<file path="src/hdl/ucstats_pkg.sv">
// stat bridge types, uc and bank state encodings, address spaces and protocol words
package ucstats_pkg;

   // --------------------
   // payload types
   // --------------------
   localparam int BYTES_PER_WORD = 4;

   typedef logic [7:0] uc_byte_t;
   typedef logic [8*BYTES_PER_WORD-1:0] stat_word_t;
   // [15] write, [14:11] must be zero, [11:10] space, [9:0] offset
   typedef logic [15:0] uc_addr_t;
   // [9:5] sfp select, [4:0] word within the sfp block
   typedef logic [9:0] ram_addr_t;

   // address spaces
   localparam logic [1:0] SPACE_STAT = 2'd0;
   localparam logic [1:0] SPACE_FPGA = 2'd1;

   // fpga space offsets, interval done is write only and id code read only
   localparam logic [9:0] OFS_INTERVAL_DONE = 10'd1;
   localparam logic [9:0] OFS_ID_CODE       = 10'd2;

   localparam stat_word_t ID_CODE       = 32'hC001_C0DE;
   localparam stat_word_t BAD_ADDR_WORD = 32'hDEAD_BEEF;

   // --------------------
   // state encodings
   // --------------------
   typedef enum logic [4:0] {
      UC_IDLE       = 5'h00,
      UC_ADDR0      = 5'h01,
      UC_ADDR1      = 5'h02,
      UC_ADDR_DEC   = 5'h03,
      UC_DATA0      = 5'h04,
      UC_DATA0_B    = 5'h05,
      UC_DATA1      = 5'h06,
      UC_DATA2      = 5'h07,
      UC_DATA3      = 5'h08,
      UC_WR_RAM     = 5'h09,
      UC_RD_RAM     = 5'h0A,
      UC_RD_MASTER  = 5'h0B,
      UC_RD_MASTER2 = 5'h0C,
      UC_RD_DRIVE0  = 5'h0D,
      UC_RD_DRIVE1  = 5'h0E,
      UC_RD_DRIVE2  = 5'h0F,
      UC_RD_DRIVE3  = 5'h10,
      UC_EARLY_DONE = 5'h11,
      UC_RD_DONE    = 5'h12,
      UC_DONE       = 5'h13,
      UC_INVALID_WR = 5'h14,
      UC_ERROR      = 5'h1F
   } uc_state_t;

   typedef enum logic [2:0] {
      BANK_IDLE          = 3'h0,
      BANK_WRITING       = 3'h1,
      BANK_INTERVAL_DONE = 3'h2,
      BANK_UPDATE        = 3'h3,
      BANK_ERROR         = 3'h7
   } bank_state_t;

endpackage

</file>
<file path="src/hdl/uc_input_sync.sv">
`timescale 1ns/1ps
// two-flop synchronizers, control debounce and valid edge pulses for the uc pins
module uc_input_sync #(
   parameter int DEBOUNCE_LEN = 2
) (
   input  logic                  clk,
   input  logic                  uc_rst_n,
   input  logic                  uc_cs,
   input  logic                  uc_valid,
   input  logic                  uc_master,
   input  ucstats_pkg::uc_byte_t uc_data_in,
   output logic                  cs_db,
   output logic                  master_db,
   output logic                  valid_rise,
   output logic                  valid_fall,
   output ucstats_pkg::uc_byte_t data_sync
);

   localparam int CNT_W = $clog2(DEBOUNCE_LEN + 1);

   // control pins travel packed as {master, valid, cs}
   logic [2:0]            ctl_meta;
   logic [2:0]            ctl_sync;
   logic [2:0]            ctl_db;
   logic [CNT_W-1:0]      run_cnt [3];
   ucstats_pkg::uc_byte_t data_meta;
   logic                  valid_q;

   // --------------------
   // synchronizers
   // --------------------
   always_ff @(posedge clk or negedge uc_rst_n) begin
      if (!uc_rst_n) begin
         ctl_meta <= '0;
         ctl_sync <= '0;
      end else begin
         ctl_meta <= {uc_master, uc_valid, uc_cs};
         ctl_sync <= ctl_meta;
      end
   end

   // data settles long before the debounced valid edge
   always_ff @(posedge clk) begin
      data_meta <= uc_data_in;
      data_sync <= data_meta;
   end

   // --------------------
   // debounce
   // --------------------
   // level follows only after DEBOUNCE_LEN equal samples that differ from it
   always_ff @(posedge clk or negedge uc_rst_n) begin
      if (!uc_rst_n) begin
         ctl_db <= '0;
         for (int i = 0; i < 3; i++) begin
            run_cnt[i] <= '0;
         end
      end else begin
         for (int i = 0; i < 3; i++) begin
            if (ctl_sync[i] == ctl_db[i]) begin
               // glitch back to the old level restarts the run
               run_cnt[i] <= '0;
            end else if (run_cnt[i] == CNT_W'(DEBOUNCE_LEN - 1)) begin
               ctl_db[i]  <= ctl_sync[i];
               run_cnt[i] <= '0;
            end else begin
               run_cnt[i] <= run_cnt[i] + 1'b1;
            end
         end
      end
   end

   // one cycle delay of debounced valid for edge detect
   always_ff @(posedge clk or negedge uc_rst_n) begin
      if (!uc_rst_n) begin
         valid_q <= 1'b0;
      end else begin
         valid_q <= ctl_db[1];
      end
   end

   assign cs_db      = ctl_db[0];
   assign master_db  = ctl_db[2];
   assign valid_rise = ctl_db[1] & ~valid_q;
   assign valid_fall = ~ctl_db[1] & valid_q;

endmodule

</file>
<file path="config.mk">
export PLATFORM = sky130hd
export DESIGN_NAME = uc_input_sync
export DESIGN_NICKNAME = d
export VERILOG_FILES = /design/src/hdl/ucstats_pkg.sv /design/src/hdl/uc_input_sync.sv
export SDC_FILE = /design/constraint.sdc
export NUM_CORES = 1
export LEC_CHECK = 0
export BUFFER_PORTS_ARGS = -buffer_cell sky130_fd_sc_hd__buf_2
export CAP_MARGIN = 20
export CORE_UTILIZATION = 43
export CTS_CLUSTER_SIZE = 30
export DETAILED_ROUTE_END_ITERATION = 8
export PLACE_DENSITY = 0.7
export SYNTH_ARGS = -nofsm -noshare
export SYNTH_HDL_FRONTEND = slang
export SYNTH_SLANG_ARGS = --single-unit
</file>
<file path="constraint.sdc">
create_clock -name clk -period 1 [get_ports clk]
set_clock_uncertainty 0.05 [all_clocks]
set_input_delay 0.2 -clock clk [delete_from_list [all_inputs] [get_ports clk]]
set_output_delay 0.2 -clock clk [all_outputs]
set_load 0.01 [all_outputs]
</file>
==> flow_summary.toml <==
[routing]
drcViolationCount = 0
routed_wl_um = 1390
ant_nets = 0
dr.pass1.iters = 4
via_per_inst = 4.18
vias = 527
wl_per_cell_um = 11.0
drt-initial-drc-count = 8

[critical_path]
worstPathArrival_ns = 1.01
worstSetupStartpoint = "ctl_db[1]"
crit_path_max_fanout = 3
timing.critical_path.buf_inv = 1
timing.rr.start = "run_cnt[5]"
crit_family = "flip-flops"
required_ns = 0.75
critPathMaxStageDelay_ns = 0.39
end_kind = "output port"
worstPathCellList = "and2b_1 -> buf_2"
start_kind = "register"
cp_slowest_cell = "dfrtp_1"
crit_type = "reg -> out"

[min_path]
hold_class = "in -> async"

[sta]
period_share_pct = 126
finalMaxSlewViolations = 0
rsz0062_at_grt = "true"
hold_ws_ns = 0.259
slew_headroom_pct = 77.0
fin_crit_ns = 1.26
fmax_mhz = 795
hold_violations = 0
setup_ws_ns = -0.257
setup_viol_count_final = 8
tightestPinTransition_ns = 0.345

[global_route]
grt_pass1_vias = 528
grt_max_degree = 17
grt_usage_pct = 14.5
grt_antenna_before_repair = 0
grt_pass1_wl_um = 2010
gr-usage-met1_pct = 14.8
grt_busiest_layer = "met2"
globalRouteMet3Util_pct = 6.92
use_met2_pct = 23.3
overflow = 0

[clock_network]
root_buffer = "clkbuf_4"
clkLatencyLatePin_ns = 0.32
cts_buffer_depth = 2
cts.sinks = 32
clkSlewWorstSetupHoldPaths_ns = 0.09
cts_tree = "yes"
cts_buffers = 5
cts_max_level = 2

[flow_run]
drv_cap = 0

[logic_synthesis]
synth_flop_cell = "dfxtp_1"
synth.net_count = 62
synth_cell_type_count = 10
avgSynthCellArea_sq_um = 18.1
synth.cell_area_sq_um = 886
yosysSeqAreaShare_pct = 81.4
yosys-top-cells-area = "dfrtp_1 (45%), dfxtp_1 (36%), mux2_4 (5.1%), nor2b_4 (4.7%), xnor2_1 (3.0%)"
synth-async-reset-ratio_pct = 50.0
synth_cells = 49
ys_ff_latch = 32
yosys.area.top_type = "dfrtp_1"
synthTopCellsByCount = "dfrtp_1 (16), dfxtp_1 (16)"
synth-edff-count = 0
yosys_warnings = 0
synth_top_cell_area_share_pct = 45.2

[cells_and_area]
fillers = 140
num-nets-final = 111
drive_gt1_share_pct = 52.5
stdcell_area_sq_mm = 0.00136
antennaDiodeCount = 0
syn_to_final_growth_pct = 53.1

[power]
powerDensity_mw_per_mm2 = 2430
p_leak_nw = 0.643
irDropWorstVdd_v = 0.00149

[die]
io_pins = 25
start_util_pct = 45.6
die_h_um = 47.4
coreArea_sq_mm = 0.00194
die_area_sq_mm = 0.00225
die_w_um = 47.4
fp-row-count = 16

[placement]
portBuffers = 24
placed_area_sq_mm = 0.00105
post-dp-hpwl_um = 857
dp_slack_ns = 0.00682
routabilityCongestion = 0.650

[run_status]
violations = "negative setup slack"
status = "finished, violations left"
worst register-to-register path: stages, from the launching register on:
cell and delay, ns:
dfrtp_1 0.42, nor2b_4 0.12, mux2_4 0.30
what timing repair did:
| item | 4_1_cts | 5_1_grt |
|---|---|---|
| hold endpoints to repair | 27 | 0 |
| endpoints found under the setup margin | 14 | 20 |
| pin swaps | 0 | 4 |
| gates cloned | 0 | 0 |
| resized for setup | 3 | 14 |
| buffers inserted | 4 | 1 |
| hold buffers | 12 | 0 |
per-layer routing:
layer  routed length, um  vias up
li1                    -      255
met3                  95        5
met4                  31        0
met2                 667       25
met1                 592      242
met5                   0        -
logic make-up (layout without fill, tap and decap cells):
group,count (synthesis),in the layout,share of synthesized area (%)
DFF,32,32,81.4
buffers and inverters,0,50,0
xor gates and xnor gates,3,3,2.97
muxes,3,3,5.08
and+or+nand+nor,11,11,10.6
cell type report:
cell class	count	area [sq um]	area share, %
multi-input combinational	17	220	16.2
sequential	32	726	53.5
clock buffer	8	58.8	4.34
timing repair buffer	42	318	23.4
tap	27	33.8	2.49
layout by cell type, fill, tap and decap left out, drive strengths merged:
| cell | netlist | final |
|---|---|---|
| buf | 0 | 30 |
| dfrtp | 16 | 16 |
| dfxtp | 16 | 16 |
| dlygate4sd3 | 0 | 12 |
| clkbuf | 0 | 8 |
| nor2b | 4 | 4 |
| nor2 | 3 | 3 |
| nor3b | 3 | 3 |
| mux2 | 3 | 3 |
| xnor2 | 3 | 3 |
| and2b | 1 | 1 |
sequential cells by signal, indices dropped and copies added, names as in the netlist:
| signal | cells |
|---|---|
| run_cnt | 6 |
| data_sync | 8 |
| data_meta | 8 |
| valid_q | 1 |
| ctl_meta | 3 |
| ctl_sync | 3 |
| ctl_db | 3 |
path summary, 6_finish.rpt:
path | endpoint | slack, ns | cells past startpoint
min | ctl_db[0] | 0.26 | 2
max in group asynchronous | ctl_meta[2] | 0.38 | 2
min reg2reg | data_sync[3] | 0.27 | 0
max reg2reg | ctl_db[0] | 0.01 | 2
max | valid_fall | -0.26 | 2
min in group clk | data_sync[3] | 0.27 | 0
stage by stage:
stage	utilization [%]	setup TNS, ns	cells	total power, mW
floorplan	-	0	49	2.01
global placement	53.9	0	101	2.20
detailed placement	53.9	0	101	2.23
CTS	65.5	-0.913	125	3.14
global route	69.8	-1.39	126	3.51
finish	69.8	-0.705	126	3.30
where the power goes:
group          leakage (nW)  internal (mW)  switching, mW
registers             0.331           1.47          0.104
clock network        0.0326          0.347          0.373
logic                 0.279          0.646          0.355
Power figures use the tool's default switching activity.
