File: src/hdl/ucstats_pkg.sv
// stat bridge types, uc and bank state encodings, address spaces and protocol words
package ucstats_pkg;

   // --------------------
   // payload types
   // --------------------
   localparam int BYTES_PER_WORD = 4;

   typedef logic [7:0] uc_byte_t;
   typedef logic [8*BYTES_PER_WORD-1:0] stat_word_t;
   // [15] write, [14:11] must be zero, [11:10] space, [9:0] offset
   typedef logic [15:0] uc_addr_t;
   // [9:5] sfp select, [4:0] word within the sfp block
   typedef logic [9:0] ram_addr_t;

   // address spaces
   localparam logic [1:0] SPACE_STAT = 2'd0;
   localparam logic [1:0] SPACE_FPGA = 2'd1;

   // fpga space offsets, interval done is write only and id code read only
   localparam logic [9:0] OFS_INTERVAL_DONE = 10'd1;
   localparam logic [9:0] OFS_ID_CODE       = 10'd2;

   localparam stat_word_t ID_CODE       = 32'hC001_C0DE;
   localparam stat_word_t BAD_ADDR_WORD = 32'hDEAD_BEEF;

   // --------------------
   // state encodings
   // --------------------
   typedef enum logic [4:0] {
      UC_IDLE       = 5'h00,
      UC_ADDR0      = 5'h01,
      UC_ADDR1      = 5'h02,
      UC_ADDR_DEC   = 5'h03,
      UC_DATA0      = 5'h04,
      UC_DATA0_B    = 5'h05,
      UC_DATA1      = 5'h06,
      UC_DATA2      = 5'h07,
      UC_DATA3      = 5'h08,
      UC_WR_RAM     = 5'h09,
      UC_RD_RAM     = 5'h0A,
      UC_RD_MASTER  = 5'h0B,
      UC_RD_MASTER2 = 5'h0C,
      UC_RD_DRIVE0  = 5'h0D,
      UC_RD_DRIVE1  = 5'h0E,
      UC_RD_DRIVE2  = 5'h0F,
      UC_RD_DRIVE3  = 5'h10,
      UC_EARLY_DONE = 5'h11,
      UC_RD_DONE    = 5'h12,
      UC_DONE       = 5'h13,
      UC_INVALID_WR = 5'h14,
      UC_ERROR      = 5'h1F
   } uc_state_t;

   typedef enum logic [2:0] {
      BANK_IDLE          = 3'h0,
      BANK_WRITING       = 3'h1,
      BANK_INTERVAL_DONE = 3'h2,
      BANK_UPDATE        = 3'h3,
      BANK_ERROR         = 3'h7
   } bank_state_t;

endpackage

File: src/hdl/stat_bank_arbiter.sv
`timescale 1ns/1ps
// stat bank fsm, write bank select, link engine read window and bank port steering
module stat_bank_arbiter (
   input  logic                    clk,
   input  logic                    uc_rst_n,
   input  logic                    wr_pulse,
   input  logic                    interval_pulse,
   input  logic                    rd_pulse,
   input  ucstats_pkg::ram_addr_t  uc_ram_addr,
   input  ucstats_pkg::ram_addr_t  le_addr,
   input  logic                    le_req,
   input  logic                    le_done,
   input  ucstats_pkg::stat_word_t rd_data0,
   input  ucstats_pkg::stat_word_t rd_data1,
   output logic                    le_gnt,
   output logic                    wr_en0,
   output logic                    wr_en1,
   output ucstats_pkg::ram_addr_t  rd_addr0,
   output ucstats_pkg::ram_addr_t  rd_addr1,
   output ucstats_pkg::stat_word_t uc_rd_data,
   output ucstats_pkg::stat_word_t le_data
);

   ucstats_pkg::bank_state_t bank_state;
   // 0 means the uc owns bank0 and the link engine reads bank1
   logic                     wr_bank;
   logic                     uc_rd_bank;
   logic                     le_reading_q;
   logic                     le_reading;

   // --------------------
   // bank fsm
   // --------------------
   // swap once an interval is closed and no link engine window is open
   always_ff @(posedge clk or negedge uc_rst_n) begin
      if (!uc_rst_n) begin
         bank_state <= ucstats_pkg::BANK_IDLE;
      end else begin
         case (bank_state)
            ucstats_pkg::BANK_IDLE:
               bank_state <= wr_pulse ? ucstats_pkg::BANK_WRITING : bank_state;
            ucstats_pkg::BANK_WRITING:
               bank_state <= interval_pulse ? ucstats_pkg::BANK_INTERVAL_DONE : bank_state;
            // held off by a read, a fresh write reopens the interval
            ucstats_pkg::BANK_INTERVAL_DONE:
               bank_state <= le_reading ? bank_state :
                             wr_pulse ? ucstats_pkg::BANK_WRITING : ucstats_pkg::BANK_UPDATE;
            ucstats_pkg::BANK_UPDATE:
               bank_state <= ucstats_pkg::BANK_IDLE;
            default:
               bank_state <= ucstats_pkg::BANK_ERROR;
         endcase
      end
   end

   always_ff @(posedge clk or negedge uc_rst_n) begin
      if (!uc_rst_n) begin
         wr_bank      <= 1'b0;
         uc_rd_bank   <= 1'b0;
         le_reading_q <= 1'b0;
         le_gnt       <= 1'b0;
      end else begin
         if (bank_state == ucstats_pkg::BANK_UPDATE) begin
            wr_bank <= ~wr_bank;
         end
         // remember which bank the uc read went to, data returns next cycle
         if (rd_pulse) begin
            uc_rd_bank <= wr_bank;
         end
         // window opens on request, closes on done
         if (le_req) begin
            le_reading_q <= 1'b1;
         end else if (le_done) begin
            le_reading_q <= 1'b0;
         end
         le_gnt <= le_req;
      end
   end

   assign le_reading = le_reading_q | le_req;

   // --------------------
   // port steering
   // --------------------
   assign wr_en0   = wr_pulse & ~wr_bank;
   assign wr_en1   = wr_pulse & wr_bank;
   assign rd_addr0 = wr_bank ? le_addr : uc_ram_addr;
   assign rd_addr1 = wr_bank ? uc_ram_addr : le_addr;

   assign uc_rd_data = uc_rd_bank ? rd_data1 : rd_data0;

   // output flop gives the two cycle address to data latency
   always_ff @(posedge clk or negedge uc_rst_n) begin
      if (!uc_rst_n) begin
         le_data <= '0;
      end else begin
         le_data <= wr_bank ? rd_data0 : rd_data1;
      end
   end

   // one request per read window
   assert property (@(posedge clk) disable iff (!uc_rst_n)
      $rose(le_req) |-> !le_reading_q);

   assert property (@(posedge clk) disable iff (!uc_rst_n)
      le_done |-> le_reading_q);

   assert property (@(posedge clk) disable iff (!uc_rst_n)
      bank_state != ucstats_pkg::BANK_ERROR);

endmodule

File: config.mk
export PLATFORM = sky130hd
export DESIGN_NAME = stat_bank_arbiter
export DESIGN_NICKNAME = d
export VERILOG_FILES = /design/src/hdl/ucstats_pkg.sv /design/src/hdl/stat_bank_arbiter.sv
export SDC_FILE = /design/constraint.sdc
export NUM_CORES = 1
export LEC_CHECK = 0
export BUFFER_PORTS_ARGS = -buffer_cell sky130_fd_sc_hd__buf_2
export CAP_MARGIN = 30
export CORE_ASPECT_RATIO = 1.5
export CORE_UTILIZATION = 30
export CTS_BUF_LIST = sky130_fd_sc_hd__clkbuf_4 sky130_fd_sc_hd__clkbuf_8
export DETAILED_ROUTE_END_ITERATION = 10
export PLACE_DENSITY = 0.74
export RECOVER_POWER = 25
export SETUP_SLACK_MARGIN = 0.2
export SLEW_MARGIN = 5
export SYNTH_ARGS = -nofsm -noshare
export SYNTH_HDL_FRONTEND = slang
export SYNTH_SLANG_ARGS = --single-unit
export TNS_END_PERCENT = 50
File: constraint.sdc
create_clock -name clk -period 1.5 [get_ports clk]
set_input_delay 0.3 -clock clk [delete_from_list [all_inputs] [get_ports clk]]
set_output_delay 0.3 -clock clk [all_outputs]
set_load 0.01 [all_outputs]
==> flow_summary.yaml <==
setup_path:
  critPathMaxStageDelay_ns: 0.44
  slowest_stage: "dfrtp_2"
  end_kind: "primary output"
  crit_chain: "clkbuf_16 -> mux2_2 -> buf_6"
  reg2reg_slack_ns: 0.10
  critPathLaunchType: "flop"
  path_class: "reg2out"
  critPathArrivalTime_ns: 1.39
  cp_max_fo: 11
  ff2ff_path_depth: 5
  required_ns: 1.20
min_path:
  hold_depth: 1
  hp-class: "in2reg"
routing:
  post-route-drc-count: 0
  vias_per_cell: 4.50
  first_pass_iters: 4
  wl_per_cell_um: 15.3
  finalWirelength_um: 6690
  drt_iter0_drc: 47
  num_vias: 1973
  ant_nets: 0
global_route:
  antenna_found_initial: 0
  gr-total-overflow: 0
  grt_start_max_net_pins: 28
  grt_pass1_vias: 1990
  track_usage_pct: 15.0
  grt_pass1_wl_um: 8940
finish:
  areaGrowthSynthToFinish_pct: 69.7
  fin_area_sq_um: 3850
  fillers: 619
  antenna_cells: 0
  final_cells: 438
  final_nets: 428
  final_core_util_pct: 53.0
  drive_above_1_share_pct: 83.7
synth:
  syn_avg_cell_area_sq_um: 15.0
  synth-seq-cells: 39
  synth.cell_area_sq_um: 2270
  syn-num-nets: 242
  ys_types: 18
  ys_warn_count: 0
  syn_inst: 151
  yosysSeqAreaShare_pct: 43.0
pwr:
  leakage_uw: 0.00205
  peakVddDrop_mv: 0.976
  p_per_area_nw_per_um2: 1730
outcome:
  violations: "setup timing"
  status: "finished with violations"
sta:
  rsz0062_at_grt: "yes"
  min_period_ns: 1.69
  finalSetupViolations: 54
  max_freq_mhz: 591
  finClkSkew_ns: 0.00491
  fin_crit_sh_pct: 113
  slew_headroom_pct: 71.7
  worst_slack_ns: -0.192
  worst-slew-pin-transition_ns: 0.424
  final_max_slew_viol_count: 0
  hold_violations: 0
place:
  place_area_sq_um: 3270
  gp_congestion: 0.748
  dp.cells: 425
  hpwl_um: 4920
  port-buffer-count: 177
floorplan:
  rows: 38
  pin_count: 178
  initial_core_util_pct: 31.2
  core_area_sq_um: 7270
  fp.dieH_um: 109
  die-width_um: 73.0
  dieArea_sq_um: 7920
clocking:
  numCtsBuffers: 5
  cts_root_buf: "clkbuf_8"
  cts.sinks: 39
  clk_pin_slew_worst_paths_ns: 0.07
  clockBufferDepth: 2
  cts_tree: "yes"
  clk_latency_ns: 0.29
  h-tree-depth: 2
flow_run:
  drv_cap: 0
-- synth_stat cells --
library cell	count	share of area (%)
mux2_4	36	24
inv_1	2	0.33
nor3b_1	2	0.66
dfrtp_1	39	43
o31ai_1	1	0.33
and2_1	1	0.28
mux2_2	49	24
buf_6	9	4.5
nand2_1	1	0.17
clkbuf_1	1	0.17
a21oi_1	2	0.44
a31oi_1	1	0.28
a21o_1	1	0.33
nor2b_1	1	0.28
buf_2	1	0.22
o21ai_0	1	0.22
xor2_1	1	0.39
nor2_1	2	0.33
-- worst max-delay path, delay by kind of cell (launching register included) --
| kind | cells | cell delay (ns) |
|---|---|---|
| buf+inv | 2 | 0.32 |
| flops | 1 | 0.44 |
| mux | 1 | 0.35 |
-- metal layers --
layer / global-route usage (%) / vias up / part of all wire, %
li1: - / 913 / -
met1: 13.9 / 947 / 34
met2: 29.7 / 107 / 57
met3: 4.66 / 6 / 7.3
met4: 5.18 / 0 / 1.3
met5: 0 / - / 0
-- per-stage QoR --
stage | setup slack [ns] | hold slack (ns) | TNS (ns) | power (uW)
after floorplan | 0.239 | 0.00441 | 0 | 3820
after global placement | 0.124 | 0.260 | 0 | 4780
after detailed placement | 0.0990 | 0.274 | 0 | 4840
after CTS | -0.213 | 0.139 | -10.15 | 6180
after global routing | -0.266 | 0.158 | -11.95 | 7070
final | -0.192 | 0.171 | -8.50 | 6680
-- layout make-up --
type                       instances  area (sq um)  share of cell area, %
tap                              100           125                   3.25
timing repair buffer             190          1340                   34.7
clock inverter                     2          35.0                  0.909
multi-input combinational         99          1290                   33.5
clock buffer                       6          82.6                   2.14
inverter                           2          7.51                  0.195
sequential                        39           978                   25.4
-- path summary, 6_finish.rpt --
check / to / start
max in group asynchronous: uc_rd_bank / uc_rst_n
min in group asynchronous: le_data[3] / uc_rst_n
setup reg to reg: le_data[5] / wr_bank
hold / removal: le_gnt / le_req
hold reg to reg: bank_state[2] / bank_state[2]
setup / recovery: uc_rd_data[17] / uc_rd_bank
-- placed cells by master, fill, tap and decap left out, drive strengths merged --
cell type and n:
o21ai 1, mux2 85, dlygate4sd3 1, xor2 1
nor2 2, o31ai 1, inv 2, clkbuf 10
nand2 1, nor2b 1, nor3b 2, buf 185
clkinv 1, a21o 1, a21oi 2, a31oi 1
and2 1, dfrtp 39, bufinv 1
-- report_power, final --
part           internal (uW)  total (uW)  switching, uW
Sequential              1360        1490            129
Clock                    538         901            363
Combinational           2590        4290           1690
-- sequential cells by signal, summed over array words and instances (netlist names) --
| name | flops |
|---|---|
| wr_bank | 1 |
| le_reading_q | 1 |
| uc_rd_bank | 1 |
| le_gnt | 1 |
| le_data | 32 |
| bank_state | 3 |
-- cells by family (layout without fill, tap and decap cells) --
family                    Yosys count  after routing  share of synthesized area (%)
and+or+nand+nor                     7              7                           1.71
muxes                              85             85                           48.1
DFF                                39             39                           43.0
buffers and inverters              13            200                           5.18
AOI/OAI and AO/OA                   6              6                           1.60
xor gates and xnor gates            1              1                          0.386
-- what timing repair did --
item	in CTS	in global routing
hold buffers	1	0
gates cloned	0	1
pin swaps	0	0
buffers inserted	3	0
setup endpoints to repair	56	72
resized for setup	31	53
endpoints found under the hold margin	15	0
No activity file was read; power rests on OpenSTA's default activity.
