==> config.mk <==
export PLATFORM = sky130hd
export DESIGN_NAME = uc_xfer_fsm
export DESIGN_NICKNAME = d
export VERILOG_FILES = /design/src/hdl/ucstats_pkg.sv /design/src/hdl/uc_xfer_fsm.sv
export SDC_FILE = /design/constraint.sdc
export NUM_CORES = 1
export LEC_CHECK = 0
export BUFFER_PORTS_ARGS = -buffer_cell sky130_fd_sc_hd__clkbuf_2
export CAP_MARGIN = 40
export CORE_ASPECT_RATIO = 0.9
export CORE_UTILIZATION = 49
export CTS_CLUSTER_DIAMETER = 200
export CTS_CLUSTER_SIZE = 10
export DETAILED_ROUTE_END_ITERATION = 12
export PLACE_DENSITY = 0.77
export SETUP_SLACK_MARGIN = 0.1
export SYNTH_ARGS = -nofsm -noshare
export SYNTH_HDL_FRONTEND = slang
export SYNTH_SLANG_ARGS = --single-unit
==> constraint.sdc <==
create_clock -name clk -period 2.5 [get_ports clk]
set_clock_uncertainty 0.2 [all_clocks]
set_input_delay 0.5 -clock clk [delete_from_list [all_inputs] [get_ports clk]]
set_output_delay 0.5 -clock clk [all_outputs]
set_load 0.01 [all_outputs]
==> src/hdl/ucstats_pkg.sv <==
// stat bridge types, uc and bank state encodings, address spaces and protocol words
package ucstats_pkg;

   // --------------------
   // payload types
   // --------------------
   localparam int BYTES_PER_WORD = 4;

   typedef logic [7:0] uc_byte_t;
   typedef logic [8*BYTES_PER_WORD-1:0] stat_word_t;
   // [15] write, [14:11] must be zero, [11:10] space, [9:0] offset
   typedef logic [15:0] uc_addr_t;
   // [9:5] sfp select, [4:0] word within the sfp block
   typedef logic [9:0] ram_addr_t;

   // address spaces
   localparam logic [1:0] SPACE_STAT = 2'd0;
   localparam logic [1:0] SPACE_FPGA = 2'd1;

   // fpga space offsets, interval done is write only and id code read only
   localparam logic [9:0] OFS_INTERVAL_DONE = 10'd1;
   localparam logic [9:0] OFS_ID_CODE       = 10'd2;

   localparam stat_word_t ID_CODE       = 32'hC001_C0DE;
   localparam stat_word_t BAD_ADDR_WORD = 32'hDEAD_BEEF;

   // --------------------
   // state encodings
   // --------------------
   typedef enum logic [4:0] {
      UC_IDLE       = 5'h00,
      UC_ADDR0      = 5'h01,
      UC_ADDR1      = 5'h02,
      UC_ADDR_DEC   = 5'h03,
      UC_DATA0      = 5'h04,
      UC_DATA0_B    = 5'h05,
      UC_DATA1      = 5'h06,
      UC_DATA2      = 5'h07,
      UC_DATA3      = 5'h08,
      UC_WR_RAM     = 5'h09,
      UC_RD_RAM     = 5'h0A,
      UC_RD_MASTER  = 5'h0B,
      UC_RD_MASTER2 = 5'h0C,
      UC_RD_DRIVE0  = 5'h0D,
      UC_RD_DRIVE1  = 5'h0E,
      UC_RD_DRIVE2  = 5'h0F,
      UC_RD_DRIVE3  = 5'h10,
      UC_EARLY_DONE = 5'h11,
      UC_RD_DONE    = 5'h12,
      UC_DONE       = 5'h13,
      UC_INVALID_WR = 5'h14,
      UC_ERROR      = 5'h1F
   } uc_state_t;

   typedef enum logic [2:0] {
      BANK_IDLE          = 3'h0,
      BANK_WRITING       = 3'h1,
      BANK_INTERVAL_DONE = 3'h2,
      BANK_UPDATE        = 3'h3,
      BANK_ERROR         = 3'h7
   } bank_state_t;

endpackage

==> src/hdl/uc_xfer_fsm.sv <==
`timescale 1ns/1ps
// uc transfer fsm with address and data accumulation, address decode and byte-wise read drive
module uc_xfer_fsm (
   input  logic                    clk,
   input  logic                    uc_rst_n,
   input  logic                    cs_db,
   input  logic                    master_db,
   input  logic                    valid_rise,
   input  logic                    valid_fall,
   input  ucstats_pkg::uc_byte_t   data_sync,
   input  ucstats_pkg::stat_word_t uc_rd_data,
   output logic                    wr_pulse,
   output logic                    rd_pulse,
   output logic                    interval_pulse,
   output ucstats_pkg::ram_addr_t  uc_ram_addr,
   output ucstats_pkg::stat_word_t uc_wr_data,
   output ucstats_pkg::uc_byte_t   uc_data_out,
   output logic                    uc_data_out_val
);

   ucstats_pkg::uc_state_t  state;
   ucstats_pkg::uc_addr_t   uc_addr;
   ucstats_pkg::stat_word_t data_to_uc;
   logic                    rd_issued;
   logic                    is_write;
   logic                    is_stat;
   logic                    is_fpga;
   logic                    is_interval;
   logic                    is_id_read;
   logic                    invalid_addr;

   // --------------------
   // transfer fsm
   // --------------------
   // cs negation mid transfer lands in early done, the fsm then rearms from idle
   always_ff @(posedge clk or negedge uc_rst_n) begin
      if (!uc_rst_n) begin
         state <= ucstats_pkg::UC_IDLE;
      end else begin
         case (state)
            ucstats_pkg::UC_IDLE:
               state <= cs_db ? ucstats_pkg::UC_ADDR0 : state;
            // address low then high byte
            ucstats_pkg::UC_ADDR0:
               state <= !cs_db ? ucstats_pkg::UC_EARLY_DONE :
                        valid_rise ? ucstats_pkg::UC_ADDR1 : state;
            ucstats_pkg::UC_ADDR1:
               state <= !cs_db ? ucstats_pkg::UC_EARLY_DONE :
                        valid_rise ? ucstats_pkg::UC_ADDR_DEC : state;
            // invalid read skips the ram and returns the bad address word
            ucstats_pkg::UC_ADDR_DEC:
               state <= !cs_db ? ucstats_pkg::UC_EARLY_DONE :
                        is_write ? (invalid_addr ? ucstats_pkg::UC_INVALID_WR :
                                                   ucstats_pkg::UC_DATA0) :
                        (invalid_addr || !is_stat) ? ucstats_pkg::UC_RD_MASTER :
                        ucstats_pkg::UC_RD_RAM;
            ucstats_pkg::UC_DATA0:
               state <= !cs_db ? ucstats_pkg::UC_EARLY_DONE :
                        valid_rise ? ucstats_pkg::UC_DATA1 : state;
            // repeat word, cs drop here is a normal end of a burst
            ucstats_pkg::UC_DATA0_B:
               state <= !cs_db ? ucstats_pkg::UC_DONE :
                        valid_rise ? ucstats_pkg::UC_DATA1 : state;
            ucstats_pkg::UC_DATA1:
               state <= !cs_db ? ucstats_pkg::UC_EARLY_DONE :
                        valid_rise ? ucstats_pkg::UC_DATA2 : state;
            ucstats_pkg::UC_DATA2:
               state <= !cs_db ? ucstats_pkg::UC_EARLY_DONE :
                        valid_rise ? ucstats_pkg::UC_DATA3 : state;
            // interval done has no ram word behind it
            ucstats_pkg::UC_DATA3:
               state <= !cs_db ? ucstats_pkg::UC_EARLY_DONE :
                        !valid_rise ? state :
                        is_interval ? ucstats_pkg::UC_DATA0_B : ucstats_pkg::UC_WR_RAM;
            ucstats_pkg::UC_WR_RAM:
               state <= ucstats_pkg::UC_DATA0_B;
            ucstats_pkg::UC_RD_RAM:
               state <= !cs_db ? ucstats_pkg::UC_EARLY_DONE : ucstats_pkg::UC_RD_MASTER;
            // valid fall first, then master release, avoids racing the uc turnaround
            ucstats_pkg::UC_RD_MASTER:
               state <= valid_fall ? ucstats_pkg::UC_RD_MASTER2 : state;
            ucstats_pkg::UC_RD_MASTER2:
               state <= !cs_db ? ucstats_pkg::UC_EARLY_DONE :
                        !master_db ? ucstats_pkg::UC_RD_DRIVE0 : state;
            // one byte per valid fall, low byte first
            ucstats_pkg::UC_RD_DRIVE0:
               state <= !cs_db ? ucstats_pkg::UC_EARLY_DONE :
                        valid_fall ? ucstats_pkg::UC_RD_DRIVE1 : state;
            ucstats_pkg::UC_RD_DRIVE1:
               state <= !cs_db ? ucstats_pkg::UC_EARLY_DONE :
                        valid_fall ? ucstats_pkg::UC_RD_DRIVE2 : state;
            ucstats_pkg::UC_RD_DRIVE2:
               state <= !cs_db ? ucstats_pkg::UC_EARLY_DONE :
                        valid_fall ? ucstats_pkg::UC_RD_DRIVE3 : state;
            ucstats_pkg::UC_RD_DRIVE3:
               state <= !cs_db ? ucstats_pkg::UC_EARLY_DONE :
                        valid_fall ? ucstats_pkg::UC_RD_DONE : state;
            ucstats_pkg::UC_RD_DONE,
            ucstats_pkg::UC_INVALID_WR:
               state <= !cs_db ? ucstats_pkg::UC_DONE : state;
            ucstats_pkg::UC_EARLY_DONE,
            ucstats_pkg::UC_DONE:
               state <= ucstats_pkg::UC_IDLE;
            default:
               state <= ucstats_pkg::UC_ERROR;
         endcase
      end
   end

   // --------------------
   // address and data
   // --------------------
   always_ff @(posedge clk) begin
      if (valid_rise && state == ucstats_pkg::UC_ADDR0) begin
         uc_addr[7:0] <= data_sync;
      end else if (valid_rise && state == ucstats_pkg::UC_ADDR1) begin
         uc_addr[15:8] <= data_sync;
      end else if (state == ucstats_pkg::UC_WR_RAM) begin
         // auto increment for the next word of a burst
         uc_addr <= uc_addr + 16'd1;
      end
   end

   always_ff @(posedge clk) begin
      if (valid_rise) begin
         case (state)
            ucstats_pkg::UC_DATA0,
            ucstats_pkg::UC_DATA0_B: uc_wr_data[7:0]   <= data_sync;
            ucstats_pkg::UC_DATA1:   uc_wr_data[15:8]  <= data_sync;
            ucstats_pkg::UC_DATA2:   uc_wr_data[23:16] <= data_sync;
            ucstats_pkg::UC_DATA3:   uc_wr_data[31:24] <= data_sync;
            default:                 uc_wr_data        <= uc_wr_data;
         endcase
      end
   end

   // decode
   assign is_write     = uc_addr[15];
   assign is_stat      = uc_addr[11:10] == ucstats_pkg::SPACE_STAT;
   assign is_fpga      = uc_addr[11:10] == ucstats_pkg::SPACE_FPGA;
   assign is_interval  = is_write & is_fpga & (uc_addr[9:0] == ucstats_pkg::OFS_INTERVAL_DONE);
   assign is_id_read   = ~is_write & is_fpga & (uc_addr[9:0] == ucstats_pkg::OFS_ID_CODE);
   // reserved bits set, or an fpga offset used in the wrong direction
   assign invalid_addr = (|uc_addr[14:11]) | (is_fpga & ~is_interval & ~is_id_read);

   assign uc_ram_addr    = uc_addr[9:0];
   assign wr_pulse       = state == ucstats_pkg::UC_WR_RAM;
   assign rd_pulse       = state == ucstats_pkg::UC_RD_RAM;
   assign interval_pulse = (state == ucstats_pkg::UC_DATA3) & cs_db & valid_rise & is_interval;

   // --------------------
   // read return
   // --------------------
   // ram word is back one cycle after the read state
   always_ff @(posedge clk or negedge uc_rst_n) begin
      if (!uc_rst_n) begin
         rd_issued <= 1'b0;
      end else begin
         rd_issued <= rd_pulse;
      end
   end

   always_ff @(posedge clk) begin
      if (state == ucstats_pkg::UC_ADDR_DEC && invalid_addr) begin
         data_to_uc <= ucstats_pkg::BAD_ADDR_WORD;
      end else if (state == ucstats_pkg::UC_ADDR_DEC && is_id_read) begin
         data_to_uc <= ucstats_pkg::ID_CODE;
      end else if (rd_issued) begin
         data_to_uc <= uc_rd_data;
      end
   end

   always_comb begin
      case (state)
         ucstats_pkg::UC_RD_DRIVE0: uc_data_out = data_to_uc[7:0];
         ucstats_pkg::UC_RD_DRIVE1: uc_data_out = data_to_uc[15:8];
         ucstats_pkg::UC_RD_DRIVE2: uc_data_out = data_to_uc[23:16];
         default:                   uc_data_out = data_to_uc[31:24];
      endcase
   end

   assign uc_data_out_val = state inside {ucstats_pkg::UC_RD_DRIVE0, ucstats_pkg::UC_RD_DRIVE1,
                                          ucstats_pkg::UC_RD_DRIVE2, ucstats_pkg::UC_RD_DRIVE3};

   // bus turnaround only after the uc let go of master and while still selected
   assert property (@(posedge clk) disable iff (!uc_rst_n)
      $rose(uc_data_out_val) |-> (!master_db && cs_db));

   assert property (@(posedge clk) disable iff (!uc_rst_n)
      state != ucstats_pkg::UC_ERROR);

endmodule

==> impl_metrics.json, run 1 <==
{
  "p_int_w": 0.00190,
  "grt-ovfl-total": 0,
  "swShare": 0.230,
  "gp_congestion": 0.924,
  "start_kind": "flop",
  "cts_buffers": 9,
  "drc": 0,
  "die_w_um": 100,
  "max_cap_violations": 0,
  "finalSetupTns_ns": -0.330,
  "failed_checks": "negative setup slack",
  "port_buffers": 99,
  "reg2reg_from": "state[4]",
  "final_antenna_net_count": 0,
  "worst_ep_arrival_time_ns": 1.99,
  "core.rowCount": 31,
  "antenna_cells": 0,
  "whs_path_depth": 3,
  "crit_chain": "buf_4 > nor2_4 > buf_6 > nand4b_1 > nor4_2 > and2_1 > clkbuf_2",
  "wl_per_cell_um": 17.5,
  "synth-seq-area-share": 0.525,
  "p_comb_frac": 0.033,
  "clock_sinks": 86,
  "min_period_ns": 2.69,
  "mappedNetlistArea_um2": 4250,
  "powerDensity_nw_per_um2": 449,
  "worst_pin_slew_ns": 0.536,
  "whs_ns": 0.163,
  "maxSlewHeadroom": 0.643,
  "wl_met2_mm": 5.54,
  "start_util": 0.517,
  "track_usage": 0.240,
  "antenna_found_initial": 0,
  "slowest_stage": "dfrtp_2",
  "dieArea_um2": 9050,
  "fp.dieH_um": 90.4,
  "regToRegSetupSlack_ns": 0.07,
  "drt-pass1-iter-count": 5,
  "vias_per_cell": 5.73,
  "drive_above_1_share": 0.385,
  "hold_violations": 0,
  "dpl.hpwl_mm": 7.48,
  "syn-num-nets": 446,
  "routed_wirelength_mm": 11.4,
  "wl_met3_um": 966,
  "clk_pin_slew_ns": 0.10,
  "m1WireLength_mm": 4.61,
  "power_frac_clock": 0.359,
  "p_leak_nw": 2.16,
  "nets": 579,
  "ys_seq_elements": 86,
  "max_stage_delay_ns": 0.43,
  "cts_root_buf": "clkbuf_8",
  "netlist-cell-type-count": 56,
  "synth_edf_count": 48,
  "ys_warn_count": 0,
  "worstPathRequired_ns": 1.80,
  "pre_cts_slack_ns": 0.135,
  "area_delta_synth_final_pct": 29.6,
  "layout_commonest_cell": "clkbuf_2",
  "peakVddDrop_uv": 393,
  "crit_fanout": 3,
  "syn_inst": 397,
  "clk_latency_ns": 0.35,
  "outcome": "finished, violations left",
  "syn-mean-instance-area_um2": 10.7,
  "grt_pass1_vias": 3466,
  "layout_common_cells": "clkbuf_2, buf_4, edfxtp_1, mux2i_1, dfxtp_1",
  "num_vias": 3724,
  "power.switching_w": 0.000567,
  "r2r_cells": 8,
  "fmax_ghz": 0.372,
  "synth_flop_cell": "edfxtp_1",
  "report.final.slew_viol_count": 0,
  "h-tree-depth": 3,
  "async_flop_share": 0.0698,
  "timing.rr.end": "state[4]",
  "critical_path.endpoint_type": "primary output",
  "hold_class": "in2reg",
  "ios": 100,
  "min_from": "uc_rd_data[6]",
  "power_w": 0.00247,
  "grt_max_degree": 33,
  "min_to": "data_to_uc[6]",
  "cts_tree": "built",
  "rsz0062_at_grt": "true",
  "critPathKind": "reg2out",
  "setup_viol": 9,
  "first_iter_violations": 392,
  "core_area_um2": 8220,
  "final.setup.worst_slack_ns": -0.187,
  "grt_pass1_wl_mm": 17.0,
  "seqPwrFrac": 0.608,
  "clock_path_buffers": 2,
  "maxUsedRoutingLayer": "met4",
  "period_share": 1.07
}
flip-flops by register name, indices dropped and copies added (netlist names):
name,flops
data_to_uc,32
rd_issued,1
state,5
uc_addr,16
uc_wr_data,32
power by group through the flow:
stage | combinational, W | clock, W | sequential (W)
floorplan | 0.0000213 | 0 | 0.00153
global placement | 0.0000770 | 0 | 0.00153
detailed placement | 0.0000788 | 0 | 0.00153
CTS | 0.0000803 | 0.000908 | 0.00150
global route | 0.0000883 | 0.000950 | 0.00150
finish | 0.0000819 | 0.000887 | 0.00150
cells in the mapped netlist (2+ instances only):
library cell,n,share of area
o21ai_0,21,0.025
a32oi_1,2,0.0041
nand2_1,27,0.024
nand4b_1,3,0.0062
mux2i_1,34,0.080
nand4_1,6,0.0088
nor3b_1,4,0.0071
nor3_1,4,0.0047
a21oi_1,17,0.020
xnor2_1,7,0.014
buf_4,10,0.018
and3_1,2,0.0029
a31oi_1,5,0.0074
nor2b_1,6,0.0088
a22o_1,8,0.016
mux2_2,5,0.013
nand3b_1,3,0.0053
edfxtp_1,48,0.34
inv_1,7,0.0062
nand3_1,8,0.0094
ha_1,3,0.0088
a211o_1,2,0.0041
clkbuf_1,19,0.017
a221o_1,9,0.021
xor2_1,10,0.021
or4_1,2,0.0035
a21boi_0,2,0.0035
a2bb2oi_1,2,0.0041
o2bb2ai_1,2,0.0041
dfxtp_1,32,0.15
nor2_1,35,0.031
and2_1,6,0.0088
and4_1,2,0.0041
buf_2,4,0.0047
nor4_1,6,0.0088
dfrtp_1,6,0.035
nand2b_1,9,0.013
critical path, delay by kind of cell (launching register included):
kind / cells / cell delay (ns)
simple gates: 4 / 0.78
buf+inv: 3 / 0.44
flops: 1 / 0.43
what timing repair did:
action / CTS / global route
setup buffers: 17 / 13
hold buffers: 1 / 0
gates resized for setup: 17 / 38
endpoints found under the setup margin: 11 / 34
hold endpoints to repair: 6 / 0
pin swaps: 13 / 9
layer usage:
metal  GRT usage  up-vias
li1            -     1727
met2       0.385      220
met4      0.0857        0
met5           0        -
met1       0.319     1742
met3      0.0519       35
kinds of logic (layout without fill, tap and decap cells):
logic type / count (synthesis) / count (layout) / share of synthesized area
xor+xnor: 17 / 17 / 0.0350
mux: 39 / 39 / 0.0933
simple gates: 130 / 130 / 0.160
buf+inv: 41 / 179 / 0.0462
compound gates: 81 / 81 / 0.131
fa+ha+maj: 3 / 3 / 0.00883
flops: 86 / 86 / 0.525
area by class of cell:
class,instances,area (um2)
Clock buffer,9,124
Clock inverter,7,53.8
Fill cell,618,2710
Inverter,7,26.3
Multi-Input combinational cell,270,1960
Sequential cell,86,2240
Tap cell,115,144
Timing Repair Buffer,156,962
metrics by stage:
stage | instance area (um2) | utilization | cells
finish | 5510 | 0.670 | 650
global route | 5510 | 0.670 | 650
CTS | 5310 | 0.646 | 639
global placement | 4940 | 0.601 | 605
floorplan | 4250 | - | 397
detailed placement | 4940 | 0.601 | 605
worst max path at each step:
stage                start             end  slack [ns]  cells past startpoint
2_1_floorplan     state[2]   uc_wr_data[0]        0.07                      5
3_3_place_gp   uc_addr[12]        state[0]        0.17                      5
3_5_place_dp   uc_addr[12]        state[0]        0.13                      5
4_1_cts           state[4]  uc_data_out[5]       -0.05                      6
5_1_grt           state[1]  interval_pulse       -0.23                      7
6_report          state[1]  interval_pulse       -0.19                      7
Note: power is estimated with default switching activity, not from simulation.
==> run 2: changes to the inputs <==
--- a/config.mk
+++ b/config.mk
@@ -8,11 +8,10 @@
 export BUFFER_PORTS_ARGS = -buffer_cell sky130_fd_sc_hd__clkbuf_2
 export CAP_MARGIN = 40
 export CORE_ASPECT_RATIO = 0.9
-export CORE_UTILIZATION = 49
+export CORE_UTILIZATION = 40
 export CTS_CLUSTER_DIAMETER = 200
 export CTS_CLUSTER_SIZE = 10
 export DETAILED_ROUTE_END_ITERATION = 12
-export PLACE_DENSITY = 0.77
 export SETUP_SLACK_MARGIN = 0.1
 export SYNTH_ARGS = -nofsm -noshare
 export SYNTH_HDL_FRONTEND = slang
==> run 2 against run 1 <==
Final cell count fell by 0.62%. Sequential cell count did not move. Sequential share of layout area rose by 0.44 points. The run still ends with negative setup slack left.
==> impl_metrics.json, run 2 (same netlist as run 1, synthesis figures left out) <==
{
  "outcome": "finished, violations left",
  "failed_checks": "negative setup slack",
  "worstPathRequired_ns": 1.80,
  "drive_above_1_share": 0.342,
  "critical_path.endpoint_type": "primary output",
  "cp_top_family": "compound AO/OA/AOI/OAI gates",
  "num_vias": 3447,
  "max_stage_delay_ns": 0.41,
  "clk_latency_ns": 0.33,
  "grt_pass1_wl_mm": 17.1,
  "first_iter_violations": 171,
  "fp.dieH_um": 99.8,
  "grt_pass1_vias": 3248,
  "p_leak_nw": 2.13,
  "rsz0062_at_grt": "true",
  "gp_congestion": 0.837,
  "worst_ep_arrival_time_ns": 1.95,
  "peakVddDrop_uv": 261,
  "slowest_stage": "dfrtp_1",
  "grt-ovfl-total": 0,
  "h-tree-depth": 3,
  "min_period_ns": 2.65,
  "maxSlewHeadroom": 0.653,
  "fin_util": 0.529,
  "start_util": 0.413,
  "dieArea_um2": 11000,
  "die_w_um": 111,
  "antenna_found_initial": 0,
  "critPathBufInv": 3,
  "layout_common_cells": "clkbuf_2, edfxtp_1, mux2i_1, buf_4",
  "power_w": 0.00281,
  "fmax_ghz": 0.378,
  "drt-pass1-iter-count": 4,
  "largestRegisters": "data_to_uc x32, uc_wr_data x32, uc_addr x16",
  "ios": 100,
  "whs_ns": 0.182,
  "grt_max_degree": 29,
  "layout_commonest_cell": "clkbuf_2",
  "vias_per_cell": 5.34,
  "routed_wirelength_mm": 10.8,
  "hold_violations": 0,
  "wl_per_cell_um": 16.7,
  "final.setup.worst_slack_ns": -0.148,
  "final_antenna_net_count": 0,
  "drc": 0,
  "critPathKind": "reg2out",
  "worst_pin_slew_ns": 0.520,
  "nets": 561,
  "max_cap_violations": 0,
  "dpl.cell_count": 623,
  "core.rowCount": 35,
  "period_share": 1.06,
  "crit_fanout": 5,
  "fin_cells": 646,
  "setup_viol": 9,
  "area_delta_synth_final_pct": 28.1,
  "cts_root_buf": "clkbuf_16",
  "report.final.slew_viol_count": 0,
  "hold_class": "in2reg",
  "dpl.hpwl_mm": 7.56,
  "start_kind": "flop",
  "clock_sinks": 86,
  "cts_tree": "built",
  "clock_path_buffers": 2,
  "powerDensity_nw_per_um2": 517,
  "core_area_um2": 10300,
  "clk_pin_slew_ns": 0.07,
  "antenna_cells": 0,
  "crit_chain": "buf_8 > and3b_2 > o21ai_4 > buf_6 > a22o_1 > a221o_1 > buf_2",
  "cts_buffers": 9,
  "track_usage": 0.196,
  "port_buffers": 99
}
==> run 2: cell types whose count changed in the layout (fill, tap and decap cells not counted), sizes merged <==
| cell | before | now |
|---|---|---|
| buf | 65 | 39 |
| clkbuf | 99 | 107 |
| clkinv | 0 | 3 |
| clkinvlp | 4 | 1 |
| bufbuf | 0 | 1 |
| inv | 10 | 9 |
==> run 2: repair_timing <==
item	CTS	global route
pin swaps	0	3
resized for setup	18	12
hold buffers	1	0
hold endpoints to repair	6	0
setup buffers	3	1
setup endpoints to repair	20	22
gates cloned	2	0
==> run 2: report_power, final <==
| part | switching [W] | internal [W] | total, W |
|---|---|---|---|
| sequential | 0.00000583 | 0.00150 | 0.00150 |
| clock | 0.000551 | 0.000679 | 0.00123 |
| combinational | 0.0000406 | 0.0000394 | 0.0000800 |
| total | 0.000598 | 0.00222 | 0.00281 |
==> run 2: path summary, 6_finish.rpt <==
kind                       slack (ns)           start  cells after the start             end
setup reg to reg                 0.15     uc_addr[12]                      5        state[0]
hold reg to reg                  0.28  data_to_uc[31]                      2  data_to_uc[31]
max in group asynchronous        1.58        uc_rst_n                      2        state[2]
setup / recovery                -0.15        state[4]                      7  uc_data_out[6]
min in group asynchronous        0.35        uc_rst_n                      2        state[4]
hold / removal                   0.18  uc_rd_data[31]                      3  data_to_uc[31]
==> run 2: tightest hold or removal path: stages <==
cell      delay, ns
clkbuf_2       0.07
mux2i_1        0.05
nand2_1        0.06
==> run 2: per-stage QoR <==
| stage | area, um2 | worst slack [ns] | TNS [ns] |
|---|---|---|---|
| after floorplan | 4250 | 0.0715 | 0 |
| after global placement | 4990 | 0.0265 | 0 |
| after detailed placement | 4990 | -0.0407 | -0.192 |
| after CTS | 5400 | -0.128 | -0.955 |
| after global routing | 5450 | -0.214 | -1.71 |
| final | 5450 | -0.148 | -1.08 |
==> run 2: layout make-up <==
class / instances / area (um2)
fill: 952 / 4850
sequential: 86 / 2230
multi-input combinational: 270 / 1920
timing repair buffer: 138 / 835
clock buffer: 10 / 229
tap: 129 / 161
clock inverter: 6 / 43.8
inverter: 7 / 26.3
==> run 2: per-layer routing <==
| layer | routed length, um | vias to the layer above | track usage |
|---|---|---|---|
| met3 | 538 | 8 | 0.0429 |
| met1 | 5320 | 1649 | 0.292 |
| met5 | 0 | - | 0 |
| li1 | - | 1695 | - |
| met4 | 98 | 0 | 0.0523 |
| met2 | 4830 | 95 | 0.286 |
==> run 3: changes to the inputs <==
--- a/config.mk
+++ b/config.mk
@@ -6,12 +6,13 @@
 export NUM_CORES = 1
 export LEC_CHECK = 0
 export BUFFER_PORTS_ARGS = -buffer_cell sky130_fd_sc_hd__clkbuf_2
-export CAP_MARGIN = 40
+export CAP_MARGIN = 20
 export CORE_ASPECT_RATIO = 0.9
 export CORE_UTILIZATION = 40
 export CTS_CLUSTER_DIAMETER = 200
 export CTS_CLUSTER_SIZE = 10
 export DETAILED_ROUTE_END_ITERATION = 12
+export PLACE_DENSITY_LB_ADDON = 0.2
 export SETUP_SLACK_MARGIN = 0.1
 export SYNTH_ARGS = -nofsm -noshare
 export SYNTH_HDL_FRONTEND = slang
==> run 3 against run 2 <==
The flow still finishes with violations (negative setup slack). Sequential power about the same. Routed wire length up 2.6%. Cell area up 1.0%. Sequential cell count unchanged. Fmax up 4.4%. Count of clock-buffer cells in the layout down 1. Clock power up 3%. Combinational power up 3.4%. First-iteration DRC count up 52%. Register-to-register slack about the same. Highest routed layer unchanged.
==> impl_metrics.json, run 3 (same netlist as run 1, synthesis figures left out) <==
{
  "outcome": "finished, violations left",
  "failed_checks": "negative setup slack",
  "core_area_um2": 10300,
  "crit_fanout": 5,
  "maxSlewHeadroom": 0.643,
  "grt_pass1_wl_mm": 17.1,
  "peakVddDrop_uv": 310,
  "die_w_um": 111,
  "num_vias": 3548,
  "start_util": 0.413,
  "dieArea_um2": 11000,
  "wl_per_cell_um": 16.9,
  "nets": 570,
  "whs_path_depth": 3,
  "p_leak_nw": 2.15,
  "grt_max_degree": 33,
  "drive_above_1_share": 0.361,
  "fp.dieH_um": 99.8,
  "largestRegisters": "data_to_uc x32, uc_wr_data x32, uc_addr x16",
  "cts_buffers": 9,
  "critPathKind": "reg2out",
  "final_area_um2": 5500,
  "max_cap_violations": 0,
  "whs_ns": 0.176,
  "layout_commonest_cell": "clkbuf_2",
  "core.rowCount": 35,
  "powerDensity_nw_per_um2": 519,
  "clk_pin_slew_ns": 0.07,
  "worst_pin_slew_ns": 0.535,
  "timing.rr.end": "state[0]",
  "report.final.slew_viol_count": 0,
  "gp_congestion": 0.837,
  "antenna_found_initial": 0,
  "vias_per_cell": 5.42,
  "regToRegSetupSlack_ns": 0.16,
  "hold_violations": 0,
  "layout_common_cells": "clkbuf_2, edfxtp_1, buf_4, mux2i_1, dfxtp_1",
  "fin_util": 0.534,
  "reg2reg_from": "uc_addr[14]",
  "routed_wirelength_mm": 11.1,
  "critical_path.endpoint_type": "primary output",
  "min_to": "data_to_uc[15]",
  "hold_class": "in2reg",
  "grt_pass1_vias": 3326,
  "worst_ep_arrival_time_ns": 1.84,
  "clock_sinks": 86,
  "drc": 0,
  "fmax_ghz": 0.394,
  "drt-pass1-iter-count": 5,
  "min_from": "uc_rd_data[15]",
  "period_share": 1.01,
  "ios": 100,
  "track_usage": 0.198,
  "start_kind": "flop",
  "dpl_cell_area_um2": 4990,
  "final_antenna_net_count": 0,
  "antenna_cells": 0,
  "cts_root_buf": "clkbuf_16",
  "port_buffers": 99,
  "r2r_cells": 5,
  "setup_viol": 8,
  "h-tree-depth": 3,
  "final.setup.worst_slack_ns": -0.0353,
  "clk_latency_ns": 0.34,
  "area_delta_synth_final_pct": 29.4,
  "grt-ovfl-total": 0,
  "dpl.hpwl_mm": 7.65,
  "first_iter_violations": 260,
  "worstPathRequired_ns": 1.80,
  "cts_tree": "built",
  "min_period_ns": 2.54,
  "clock_path_buffers": 2,
  "fillerInstances": 913,
  "rsz0062_at_grt": "true"
}
run 3: changes by cell type in the layout (fill, tap and decap cells not counted), moves of 2 or more:
cell,previous run,this run
buf_4,33,43
clkinv_2,2,0
clkinvlp_4,1,3
nor2_1,32,30
nor2_2,0,2
run 3: report_power, final:
part	switching (W)	total, W	internal (W)
Clock	0.000588	0.00127	0.000683
Combinational	0.0000432	0.0000827	0.0000394
Sequential	0.00000612	0.00150	0.00150
Total	0.000638	0.00286	0.00222
run 3: area by class of cell:
type	count	area, um2	share of cell area
sequential	86	2230	0.406
timing repair buffer	147	877	0.159
inverter	7	26.3	0.00478
tap	129	161	0.0293
clock inverter	7	56.3	0.0102
clock buffer	9	225	0.0409
multi-input combinational	270	1920	0.349
run 3: routing by layer:
metal | vias up | wire length (um) | track usage
met3 | 14 | 614 | 0.0477
met1 | 1717 | 5100 | 0.264
met2 | 106 | 5220 | 0.322
met5 | - | 0 | 0
li1 | 1711 | - | -
met4 | 0 | 136 | 0.0595
run 3: stage by stage:
step                TNS [ns]  worst slack [ns]  total power [W]  cells
floorplan                  0            0.0715          0.00155    397
global placement           0             0.137          0.00161    623
detailed placement         0            0.0856          0.00162    623
CTS                  -0.0180           -0.0131          0.00288    651
global route          -0.763            -0.101          0.00294    655
finish                -0.165           -0.0353          0.00286    655
run 3: worst max path at each step:
| stage | start | to | slack, ns | cells after the start |
|---|---|---|---|---|
| final | state[4] | uc_data_out[5] | -0.04 | 6 |
| after global routing | state[1] | interval_pulse | -0.10 | 7 |
| after CTS | state[4] | uc_data_out[5] | -0.01 | 6 |
| after detailed placement | state[0] | uc_data_out[3] | 0.09 | 5 |
| after global placement | uc_addr[12] | state[0] | 0.14 | 5 |
| after floorplan | state[2] | uc_wr_data[0] | 0.07 | 5 |
run 3: critical path, stage by stage, from the launching register on:
cell     delay (ns)
dfrtp_1        0.40
and3b_2        0.28
o21ai_4        0.07
buf_6          0.13
a22o_1         0.19
a221o_1        0.26
buf_2          0.14
run 3: repair_timing:
item / CTS / global route
pin swaps: 14 / 1
endpoints found under the setup margin: 10 / 24
gates resized for setup: 14 / 19
hold buffers: 1 / 0
cloned: 0 / 1
endpoints found under the hold margin: 6 / 0
buffers inserted: 11 / 3
